===== config.mk =====
export PLATFORM = sky130hd
export DESIGN_NAME = uart_link
export DESIGN_NICKNAME = d
export VERILOG_FILES = /design/src/hw/uart_pkg.sv /design/src/hw/uart_link.sv /design/src/hw/uart_rx.sv /design/src/hw/uart_tx.sv
export VERILOG_INCLUDE_DIRS = /design/src /design/src/hw
export SDC_FILE = /design/constraint.sdc
export NUM_CORES = 1
export LEC_CHECK = 0
export BUFFER_PORTS_ARGS = -buffer_cell sky130_fd_sc_hd__buf_4
export CORE_ASPECT_RATIO = 0.9
export CORE_MARGIN = 3
export CORE_UTILIZATION = 53
export DETAILED_ROUTE_END_ITERATION = 7
export GPL_TIMING_DRIVEN = 0
export PLACE_DENSITY = 0.84
export SLEW_MARGIN = 20
export SYNTH_ARGS = -nofsm -noshare
export SYNTH_HDL_FRONTEND = slang
export SYNTH_SLANG_ARGS = --single-unit

===== constraint.sdc =====
create_clock -name clk -period 2 [get_ports clk]
set_input_delay 0.2 -clock clk [delete_from_list [all_inputs] [get_ports clk]]
set_output_delay 0.2 -clock clk [all_outputs]
set_load 0.01 [all_outputs]

===== src/hw/uart_consts.svh =====
`ifndef UART_CONSTS_SVH
`define UART_CONSTS_SVH

// Clock cycles per line bit, 50 MHz clock at 19200 baud.
`define UART_BAUD_DIV 2604

// Line bits in one frame: start, eight data bits and stop.
`define UART_FRAME_BITS 10

// Level of the serial line while nothing is being sent.
`define UART_IDLE 1'b1

`endif


===== src/hw/uart_pkg.sv =====
package uart_pkg;

  ////////////////////////////////////////////////////////////////////
  // Payload types shared by the transmitter, receiver and top level.
  ////////////////////////////////////////////////////////////////////

  typedef logic [7:0] uart_byte_t; // One data byte as it travels on the line.

  // What the receiver hands back once a frame has been taken in.
  typedef struct packed {
    uart_byte_t data;      // Byte assembled from the eight data bits.
    logic       frame_err; // High when the sampled stop bit was 0.
  } uart_rx_t;

endpackage


===== src/hw/uart_link.sv =====
`include "uart_consts.svh"

module uart_link import uart_pkg::*; #(
  parameter int BAUD_DIV = `UART_BAUD_DIV // Clock cycles per line bit, both sides.
) (
  input  logic       clk,      // System clock.
  input  logic       rst_n,    // Asynchronous active low reset.
  input  logic       trmt,     // Starts a transmit frame.
  input  uart_byte_t tx_data,  // Byte to send.
  output logic       tx_done,  // Transmit frame finished.
  output logic       tx,       // Serial line out.
  input  logic       rx,       // Serial line in.
  input  logic       clr_rdy,  // Received byte has been read.
  output logic       rdy,      // Received frame waiting.
  output uart_rx_t   rx_frame  // Received byte and framing flag.
);

  // Transmit half of the link.
  uart_tx #(
    .BAUD_DIV (BAUD_DIV)
  ) tx_i (
    .clk     (clk),
    .rst_n   (rst_n),
    .trmt    (trmt),
    .tx_data (tx_data),
    .tx_done (tx_done),
    .tx      (tx)
  );

  // Receive half; its line is separate so it can be looped back outside.
  uart_rx #(
    .BAUD_DIV (BAUD_DIV)
  ) rx_i (
    .clk      (clk),
    .rst_n    (rst_n),
    .rx       (rx),
    .clr_rdy  (clr_rdy),
    .rdy      (rdy),
    .rx_frame (rx_frame)
  );

endmodule


===== src/hw/uart_rx.sv =====
`include "uart_consts.svh"

module uart_rx import uart_pkg::*; #(
  parameter int BAUD_DIV = `UART_BAUD_DIV // Clock cycles per line bit.
) (
  input  logic     clk,      // System clock.
  input  logic     rst_n,    // Asynchronous active low reset.
  input  logic     rx,       // Serial line in, asynchronous to clk.
  input  logic     clr_rdy,  // One-cycle strobe, the byte has been read.
  output logic     rdy,      // Level, rx_frame holds a new frame.
  output uart_rx_t rx_frame  // Received byte and framing flag.
);

  localparam int CNT_W  = $clog2(BAUD_DIV);              // Baud counter width.
  localparam int BIT_W  = $clog2(`UART_FRAME_BITS + 1);  // Sample counter width.
  localparam int DATA_W = $bits(uart_byte_t);            // Data bits per frame.

  typedef enum logic {IDLE, RCV} state_t; // Watching for a start edge, or sampling.

  ////////////////////////////////////////////////////////////////////
  // Internal signals
  ////////////////////////////////////////////////////////////////////
  logic              rx_meta;   // First synchronizer stage.
  logic              rx_sync;   // Second stage, safe to use in logic.
  logic              rx_prev;   // Synced line one cycle earlier.
  logic              rx_fall;   // High on the first low cycle after high.
  logic [CNT_W-1:0]  baud_cnt;  // Cycles left until the next sample.
  logic [BIT_W-1:0]  bit_cnt;   // Samples taken in this frame.
  logic              start;     // Start edge seen while idle.
  logic              sample;    // Mid-cell, take the line value.
  logic              done;      // Stop bit sampled, frame complete.
  uart_byte_t        rx_shft;   // Data bits, newest at the top.
  logic              frame_err; // Stop bit came in low.
  state_t            state;     // Current FSM state.
  state_t            nxt_state; // FSM state for the next cycle.

  // Two flops against metastability; both preset to idle so reset is not a start.
  always_ff @(posedge clk, negedge rst_n) begin
    if (!rst_n) begin
      rx_meta <= `UART_IDLE;
      rx_sync <= `UART_IDLE;
      rx_prev <= `UART_IDLE;
    end else begin
      rx_meta <= rx;
      rx_sync <= rx_meta;
      rx_prev <= rx_sync; // Kept for edge detection.
    end
  end

  assign rx_fall = rx_prev && !rx_sync; // Line has just dropped.

  ////////////////////////////////////////////////////////////////////
  // Sample timing
  ////////////////////////////////////////////////////////////////////

  // Down counter. Half a period reaches mid start bit, then full periods.
  always_ff @(posedge clk, negedge rst_n) begin
    if (!rst_n)
      baud_cnt <= '0;
    else if (start)
      baud_cnt <= CNT_W'(BAUD_DIV / 2 - 1); // Lands in the middle of the start bit.
    else if (sample)
      baud_cnt <= CNT_W'(BAUD_DIV - 1); // One cell on to the next middle.
    else if (state == RCV)
      baud_cnt <= baud_cnt - 1'b1;
  end

  // Counts samples; sample 0 is the start bit, the last is the stop bit.
  always_ff @(posedge clk, negedge rst_n) begin
    if (!rst_n)
      bit_cnt <= '0;
    else if (start)
      bit_cnt <= '0;
    else if (sample)
      bit_cnt <= bit_cnt + 1'b1;
  end

  assign start  = (state == IDLE) && rx_fall;
  assign sample = (state == RCV) && (baud_cnt == '0);
  assign done   = sample && (bit_cnt == BIT_W'(`UART_FRAME_BITS - 1));

  // Every sample but the stop bit enters at the top; the start bit falls off the end.
  always_ff @(posedge clk) begin
    if (sample && !done)
      rx_shft <= {rx_sync, rx_shft[DATA_W-1:1]};
  end

  // Stop bit must be at the idle level.
  always_ff @(posedge clk) begin
    if (done)
      frame_err <= (rx_sync != `UART_IDLE);
  end

  // Clear wins over set, so rdy cannot rise in a clr_rdy cycle.
  always_ff @(posedge clk, negedge rst_n) begin
    if (!rst_n)
      rdy <= 1'b0;
    else if (start || clr_rdy)
      rdy <= 1'b0; // Read, or a new frame is on its way.
    else if (done)
      rdy <= 1'b1;
  end

  assign rx_frame = '{data: rx_shft, frame_err: frame_err}; // Valid while rdy is high.

  ////////////////////////////////////////////////////////////////////
  // FSM
  ////////////////////////////////////////////////////////////////////

  always_ff @(posedge clk, negedge rst_n) begin
    if (!rst_n)
      state <= IDLE;
    else
      state <= nxt_state;
  end

  always_comb begin
    nxt_state = state; // Hold by default.
    case (state)
      RCV: begin
        if (done)
          nxt_state = IDLE; // Back to watching for the next start edge.
      end
      default: begin
        if (start)
          nxt_state = RCV;
      end
    endcase
  end

endmodule


===== src/hw/uart_tx.sv =====
`include "uart_consts.svh"

module uart_tx import uart_pkg::*; #(
  parameter int BAUD_DIV = `UART_BAUD_DIV // Clock cycles per line bit.
) (
  input  logic       clk,     // System clock.
  input  logic       rst_n,   // Asynchronous active low reset.
  input  logic       trmt,    // One-cycle strobe that starts a frame.
  input  uart_byte_t tx_data, // Byte to send, sampled with trmt.
  output logic       tx_done, // Level, high from frame end until next start.
  output logic       tx       // Serial line out.
);

  localparam int CNT_W  = $clog2(BAUD_DIV);              // Baud counter width.
  localparam int BIT_W  = $clog2(`UART_FRAME_BITS + 1);  // Bit counter width.
  localparam int SHFT_W = $bits(uart_byte_t) + 1;        // Data byte plus start bit.

  typedef enum logic {IDLE, TRM} state_t; // Waiting for trmt, or sending a frame.

  ////////////////////////////////////////////////////////////////////
  // Internal signals
  ////////////////////////////////////////////////////////////////////
  logic [SHFT_W-1:0] tx_shft;      // Bits still to go out, LSB on the line.
  logic [CNT_W-1:0]  baud_cnt;     // Cycles spent on the current bit.
  logic [BIT_W-1:0]  bit_cnt;      // Bits already shifted out.
  logic              init;         // Loads a new frame.
  logic              shift;        // Moves on to the next line bit.
  logic              transmitting; // High for the whole frame.
  logic              set_done;     // Last bit has run its full period.
  state_t            state;        // Current FSM state.
  state_t            nxt_state;    // FSM state for the next cycle.

  // Load puts the start bit at the bottom; idle level fills in from the top.
  always_ff @(posedge clk, negedge rst_n) begin
    if (!rst_n)
      tx_shft <= {SHFT_W{`UART_IDLE}}; // Line idles high out of reset.
    else if (init)
      tx_shft <= {tx_data, 1'b0}; // Byte above a 0 start bit.
    else if (shift)
      tx_shft <= {`UART_IDLE, tx_shft[SHFT_W-1:1]}; // Stop bit and idle follow.
  end

  // Counts the cycles of one bit, restarting for every new bit.
  always_ff @(posedge clk, negedge rst_n) begin
    if (!rst_n)
      baud_cnt <= '0;
    else if (init || shift)
      baud_cnt <= '0; // Fresh bit period.
    else if (transmitting)
      baud_cnt <= baud_cnt + 1'b1; // Still holding the current bit.
  end

  // Counts line bits so the frame ends after the stop bit.
  always_ff @(posedge clk, negedge rst_n) begin
    if (!rst_n)
      bit_cnt <= '0;
    else if (init)
      bit_cnt <= '0; // New frame, nothing sent yet.
    else if (shift)
      bit_cnt <= bit_cnt + 1'b1; // One more bit has gone out.
  end

  assign transmitting = (state == TRM); // Counter runs only inside a frame.
  assign shift = transmitting && (baud_cnt == CNT_W'(BAUD_DIV - 1)); // Bit period up.
  assign tx = tx_shft[0]; // Bottom of the register drives the line.

  ////////////////////////////////////////////////////////////////////
  // FSM and done flag
  ////////////////////////////////////////////////////////////////////

  always_ff @(posedge clk, negedge rst_n) begin
    if (!rst_n)
      state <= IDLE;
    else
      state <= nxt_state;
  end

  // Set/clear flop, cleared on the edge where the next start bit goes out.
  always_ff @(posedge clk, negedge rst_n) begin
    if (!rst_n)
      tx_done <= 1'b0;
    else if (init)
      tx_done <= 1'b0; // A new frame has begun.
    else if (set_done)
      tx_done <= 1'b1; // Stop bit has run its full period.
  end

  always_comb begin
    nxt_state = state; // Hold by default.
    init      = 1'b0;
    set_done  = 1'b0;
    case (state)
      TRM: begin
        // The tenth shift ends the stop bit.
        if (shift && (bit_cnt == BIT_W'(`UART_FRAME_BITS - 1))) begin
          set_done  = 1'b1;
          nxt_state = IDLE;
        end
      end
      default: begin
        if (trmt) begin // A trmt during TRM never reaches here, so it is dropped.
          init      = 1'b1;
          nxt_state = TRM;
        end
      end
    endcase
  end

endmodule


---- Word level (Yosys, flattened, before mapping) ----
Cells that the tools add are included.
word-level totals
  bits of input ports ..................... 13
  word-level logic and storage cells ...... 65
  bits in registers ....................... 57
operators by class
  add/sub/neg operators ................... 4
  equality and inequality tests ........... 3
  reductions and logical operators ........ 18
  muxes and demuxes ....................... 24
  bitwise operators ....................... 2
operators by type and width
  operator                                             count
  2-to-1 mux 12 bit                                    5
  2-to-1 mux 9 bit                                     2
  2-to-1 mux 4 bit                                     4
  2-to-1 mux 1 bit                                     13
  adder 12 x 1 -> 12 bit (second input constant)       1
  equality test 12 bit (second input constant)         1
  logical NOT 12 bit                                   1
  subtractor 12 x 1 -> 12 bit (second input constant)  1
  nonzero test 2 bit                                   5
  adder 4 x 1 -> 4 bit (second input constant)         2
  equality test 4 bit (second input constant)          2
  logical AND 1 bit                                    7
  nonzero test 3 bit                                   1
  logical NOT 1 bit                                    2
  logical OR 1 bit                                     2
  inverter 1 bit                                       2

---- Longest topological paths before layout ----
  depth after elaboration ................. 7
  gate-level depth with buffers ........... 7

---- Hierarchy ----
Synthesis repeated with hierarchy kept, for this count alone.
second synthesis, totals
  cells, all modules ...................... 252
  area total of the unflattened synthesis .. 2757.6 µm²
by module, submodules not included
  module   area each (µm²)  times used  sequential area each (µm²)  cells an instance
  uart_rx  1416.4           1           799.5                       123
  uart_tx  1341.3           1           686.9                       129

---- Worst setup path before layout ----
OpenSTA, ideal clock, no wires.
  kind .................................... register -> register
  start point ............................. register rx_i.baud_cnt[0]
  end point ............................... register rx_i.rx_shft[0] (enable)
  slack ................................... 0.003 ns
  period minus slack after synthesis ...... 1.997 ns
  data arrival time ....................... 1.627 ns
  cell stages (with the launch flop) ...... 7
  cells stage by stage .................... dfrtp_1 -> inv_1 -> ha_1 -> and4bb_1 -> nand4_4 -> buf_2 -> nor2_1
between the ends
  longest elaborated chain between the ends .. 5
ends and longest elaborated chain
  item                    line           text
  from (decl)             uart_rx.sv:27  logic [CNT_W-1:0] baud_cnt;
  from (signal assigned)  uart_rx.sv:61  baud_cnt <= CNT_W'(BAUD_DIV / 2 - 1);
  from (signal assigned)  uart_rx.sv:63  baud_cnt <= CNT_W'(BAUD_DIV - 1);
  from (signal assigned)  uart_rx.sv:65  baud_cnt <= baud_cnt - 1'b1;
  logical NOT 12 bit *    uart_rx.sv:79  assign sample = (state == RCV) && (baud_cnt == '0);
  logical AND 1 bit *     uart_rx.sv:79
  logical AND 1 bit       uart_rx.sv:80  assign done = sample && (bit_cnt == BIT_W'(`UART_FRAME_BITS - 1));
  logical NOT 1 bit       uart_rx.sv:84  if (sample && !done)
  logical AND 1 bit *     uart_rx.sv:84
  to (signal assigned)    uart_rx.sv:85  rx_shft <= {rx_sync, rx_shft[DATA_W-1:1]};
  to (decl)               uart_rx.sv:32  uart_byte_t rx_shft;
Mark *: on every way between the ends. The rest lies on a longest branch, timed or not.
A chain may end at the register's enable or synchronous reset.

---- Worst setup path in the final report ----
  start point ............................. register rx_i.baud_cnt[0]
  end point ............................... register rx_i.rx_shft[7] (enable)
Same word-level chain as after synthesis.

==> key figures <==
Run status
  • Run status: finished clean

Clock tree
  • # H-tree levels: 3
  • Setup Buffers After CTS: 0
  • Clock latency on the worst-skew pair: 0.34 ns
  • Clock Tree Root: sky130_fd_sc_hd__clkbuf_8
  • Clock Pin Slew Worst Setup and Hold Paths: 0.07 ns
  • Sink count of the clock tree: 57
  • CTS tree: yes
  • Total CTS buffers: 9
  • Largest buffer count on any clock path: 2

Logic synthesis
  • Number of flip-flops and latches in the synthesized netlist: 57
  • Sequential cell area fraction in the yosys report: 0.5513
  • Number of flops mapped to enable cells by yosys: 9
  • Mapped Area: around 2700 sq um
  • Mean instance size in the synthesized netlist: roughly 11 sq um
  • Dominant register cell in the synthesized netlist: sky130_fd_sc_hd__dfrtp_1
  • Synth warnings: 0
  • Post-synthesis cell count: about 250
  • Syn nets: around 270
  • Asr flop ratio synth: 0.8421
  • Unique cell type count in the Yosys netlist: 47

Worst hold path
  • Capture endpoint of the worst hold path: tx_i.tx_shft[5]
  • Worst Hold Class: input pin to flip-flop
  • Worst hold path stage count: 3
  • Critical hold path startpoint: tx_data[4]

Route
  • Post-DR wirelength/cell: approximately 14 um
  • Drc violations: 0
  • Post-route antenna net violation count: 0
  • Number of vias per cell: 5.612
  • Aggregate routed wire length: between 5000 and 6000 um
  • Pre-antenna DRT Iters: 4
  • Via count: 2,009
  • Detailed Route Iter0 Violations: 94

Power and ir drop
  • Switching share of power: 0.2618
  • Proportion of power drawn by the clock network: 0.414
  • Proportion of power drawn by combinational gates: 0.140
  • Peak supply drop: ~0.00084 V
  • Part of the power in registers: 0.446
  • Power per cell area: just over 1000 nW/um^2
  • Leak pwr: ~1.5 nW
  • Internal power: between 2 and 2.5 mW
  • Switching power summed over all nets: approximately 880 uW

STA
  • Total setup violations reported at the end of the flow: 0
  • Worst slew slack as a fraction of its limit: 0.6107
  • Final Hold Violating Endpoints: 0
  • Final period demand of the worst path: approximately 1.9 ns
  • Total count of max-transition violations in the final report: 0
  • Maximum clock skew at final layout: approximately 0.0093 ns
  • Setup repair after global routing missed its margin: false
  • Achievable Freq: between 500 and 600 MHz
  • Slew at the pin closest to its max-slew limit: between 0.5 and 0.6 ns
  • Final worst-path cycle share: 0.9531

Die
  • Die Area: ~6000 sq um
  • Initial Utilization: 0.5784
  • I/O pins: 25
  • Width of the die: ~81 um
  • Core Rows: 23
  • Core area: roughly 4700 sq um
  • Chip height: between 70 and 80 um

Placed design
  • IO buf count: 24
  • Placed wire-length estimate after detailed placement: 3357 um
  • Placed Cells incl. Taps: between 300 and 400
  • Routability Congestion: between 0.8 and 0.9

Cells and area
  • Core occupancy in the finished layout: 0.6994
  • Most common cell after layout, fill and taps aside: sky130_fd_sc_hd__dfrtp_1
  • Final cell count without fillers: roughly 360
  • Net total in the final layout: 311
  • Inserted Diodes: 0
  • Share of layout cells above drive strength 1: 0.2297
  • Area growth from synthesis to layout: 20.93%
  • Commonest non-fill, non-tap cells in the layout: sky130_fd_sc_hd__dfrtp_1 (35), sky130_fd_sc_hd__nand2_1 (29), sky130_fd_sc_hd__buf_4 (26), sky130_fd_sc_hd__nor2_1 (25), sky130_fd_sc_hd__o21ai_0 (19)

Setup path
  • Worst Path Class, Setup: flip-flop to flip-flop
  • Largest fanout of any net on the critical path: 10
  • Reg2Reg Capture Point: rx_i.rx_shft[7]
  • Data required time at the worst endpoint: just over 2 ns
  • Data arrival time of the critical path: 1.93 ns
  • Critical path capture point type: flip-flop
  • Crit start category: flip-flop
  • Minimum setup slack among reg-to-reg paths: ~0.094 ns
  • Reg2reg path depth: 6
  • Reg2reg start: rx_i.baud_cnt[0]

GRT
  • Number of global-route vias before repair: ~1,900
  • M2 GR Usage: 0.3127
  • Overall fraction of global-route tracks in use: 0.1933
  • Grt met1 use: 0.2352
  • Sum of overflow across all layers after global routing: 0
  • Busiest metal layer after global routing: met2
  • Initial antenna violation count: 0
  • Pin count of the biggest net entering global routing: 49
  • Met3 track utilization from global routing: 0.08333
  • Wire length of the first global-routing pass: 8583 um

Job
  • Count of max-cap constraint violations: 0
[repair_timing]
item,in CTS,in global routing
endpoints found under the setup margin,8,10
hold buffers,2,1
endpoints found under the hold margin,37,1
gates resized for setup,2,6
pin swaps,0,1
[state kept, by name, indices dropped and copies added (netlist names)]
| signal | count |
|---|---|
| tx_i.bit_cnt | 4 |
| rx_i.rx_shft | 8 |
| tx_i.tx_done | 1 |
| rx_i.state | 1 |
| tx_i.tx_shft | 9 |
| rx_i.rdy | 1 |
| rx_i.frame_err | 1 |
| tx_i.state | 1 |
| rx_i.bit_cnt | 4 |
| rx_i.baud_cnt | 12 |
| tx_i.baud_cnt | 12 |
| rx_i.rx_prev | 1 |
| rx_i.rx_meta | 1 |
| rx_i.rx_sync | 1 |
[worst max-delay path: stages, from the launching register on]
cell and delay, ns:
sky130_fd_sc_hd__dfrtp_2 0.45, sky130_fd_sc_hd__inv_1 0.10, sky130_fd_sc_hd__ha_1 0.14, sky130_fd_sc_hd__and4bb_2 0.30, sky130_fd_sc_hd__nand4_4 0.17, sky130_fd_sc_hd__buf_6 0.20, sky130_fd_sc_hd__nor2_4 0.23
[per-stage QoR]
| step | power, mW | setup slack (ns) | TNS [ns] | hold slack (ns) | instance area (sq um) |
|---|---|---|---|---|---|
| finish | 3.368 | 0.09375 | 0 | 0.06959 | 3261 |
| CTS | 3.390 | 0.03082 | 0 | 0.005042 | 3238 |
| global route | 3.534 | 0.02143 | 0 | 0.05987 | 3261 |
| detailed placement | 1.975 | -0.2682 | -2.144 | 0.2416 | 2954 |
| global placement | 1.938 | -0.2270 | -1.814 | 0.2412 | 2954 |
| floorplan | 1.834 | 0.003149 | 0 | -0.09559 | 2696 |
[synth_stat cells (3+ instances only)]
cell,instances,share of area
sky130_fd_sc_hd__xor2_1,7,0.023
sky130_fd_sc_hd__nor2_1,26,0.036
sky130_fd_sc_hd__dfrtp_1,36,0.33
sky130_fd_sc_hd__buf_2,3,0.0056
sky130_fd_sc_hd__o31ai_1,4,0.011
sky130_fd_sc_hd__nand2_1,29,0.040
sky130_fd_sc_hd__o21ai_0,19,0.035
sky130_fd_sc_hd__mux2i_1,9,0.033
sky130_fd_sc_hd__xnor2_1,5,0.016
sky130_fd_sc_hd__dfstp_2,12,0.12
sky130_fd_sc_hd__edfxtp_1,9,0.10
sky130_fd_sc_hd__nand4_1,4,0.0093
sky130_fd_sc_hd__nor3_1,5,0.0093
sky130_fd_sc_hd__a21oi_1,9,0.017
sky130_fd_sc_hd__inv_1,12,0.017
sky130_fd_sc_hd__ha_1,7,0.032
sky130_fd_sc_hd__nand3_1,12,0.022
sky130_fd_sc_hd__nand2b_1,3,0.0070
[worst max-delay path by stage]
stage | endpoint | startpoint | slack [ns]
final | rx_i.rx_shft[7] | rx_i.baud_cnt[0] | 0.09
after global routing | rx_i.rx_shft[5] | rx_i.baud_cnt[1] | 0.02
after CTS | rx_i.rx_shft[7] | rx_i.baud_cnt[0] | 0.03
after detailed placement | rx_i.rx_shft[6] | rx_i.baud_cnt[0] | -0.27
after global placement | rx_i.rx_shft[7] | rx_i.baud_cnt[0] | -0.23
after floorplan | rx_i.rx_shft[0] | rx_i.baud_cnt[0] | 0.003
[area by class of cell]
cell class                      instances  area (sq um)
Buffer                                  9         58.81
Clock buffer                            9         123.9
Clock inverter                          7         132.6
Fill cell                             355          1401
Inverter                               12         45.04
Multi-Input combinational cell        175          1125
Sequential cell                        57          1488
Tap cell                               62         77.57
Timing Repair Buffer                   27         210.2
[power groups by stage]
stage | registers [mW] | clock network (mW) | logic [mW]
finish | 1.50 | 1.39 | 0.472
global route | 1.52 | 1.47 | 0.536
CTS | 1.50 | 1.42 | 0.470
detailed placement | 1.52 | 0 | 0.460
global placement | 1.50 | 0 | 0.434
floorplan | 1.48 | 0 | 0.354
[kinds of logic (layout without fill, tap and decap cells)]
kind of cell             count (synthesis)  count (layout)  share of synthesized area
AND/OR/NAND/NOR                        101             101                     0.2023
flip-flops                              57              57                     0.5513
AO/OA/AOI/OAI                           46              46                     0.1053
buffers and inverters                   21              64                    0.03619
XOR/XNOR                                12              12                    0.03898
multiplexers                             9               9                    0.03341
adder cells (fa/ha/maj)                  7               7                    0.03248
[routing by layer]
metal,vias up,routed length [um]
met5,-,0
met1,980,2210
li1,970,-
met3,5,286
met2,54,2579
met4,0,40
No activity file was read; power rests on OpenSTA's default activity.
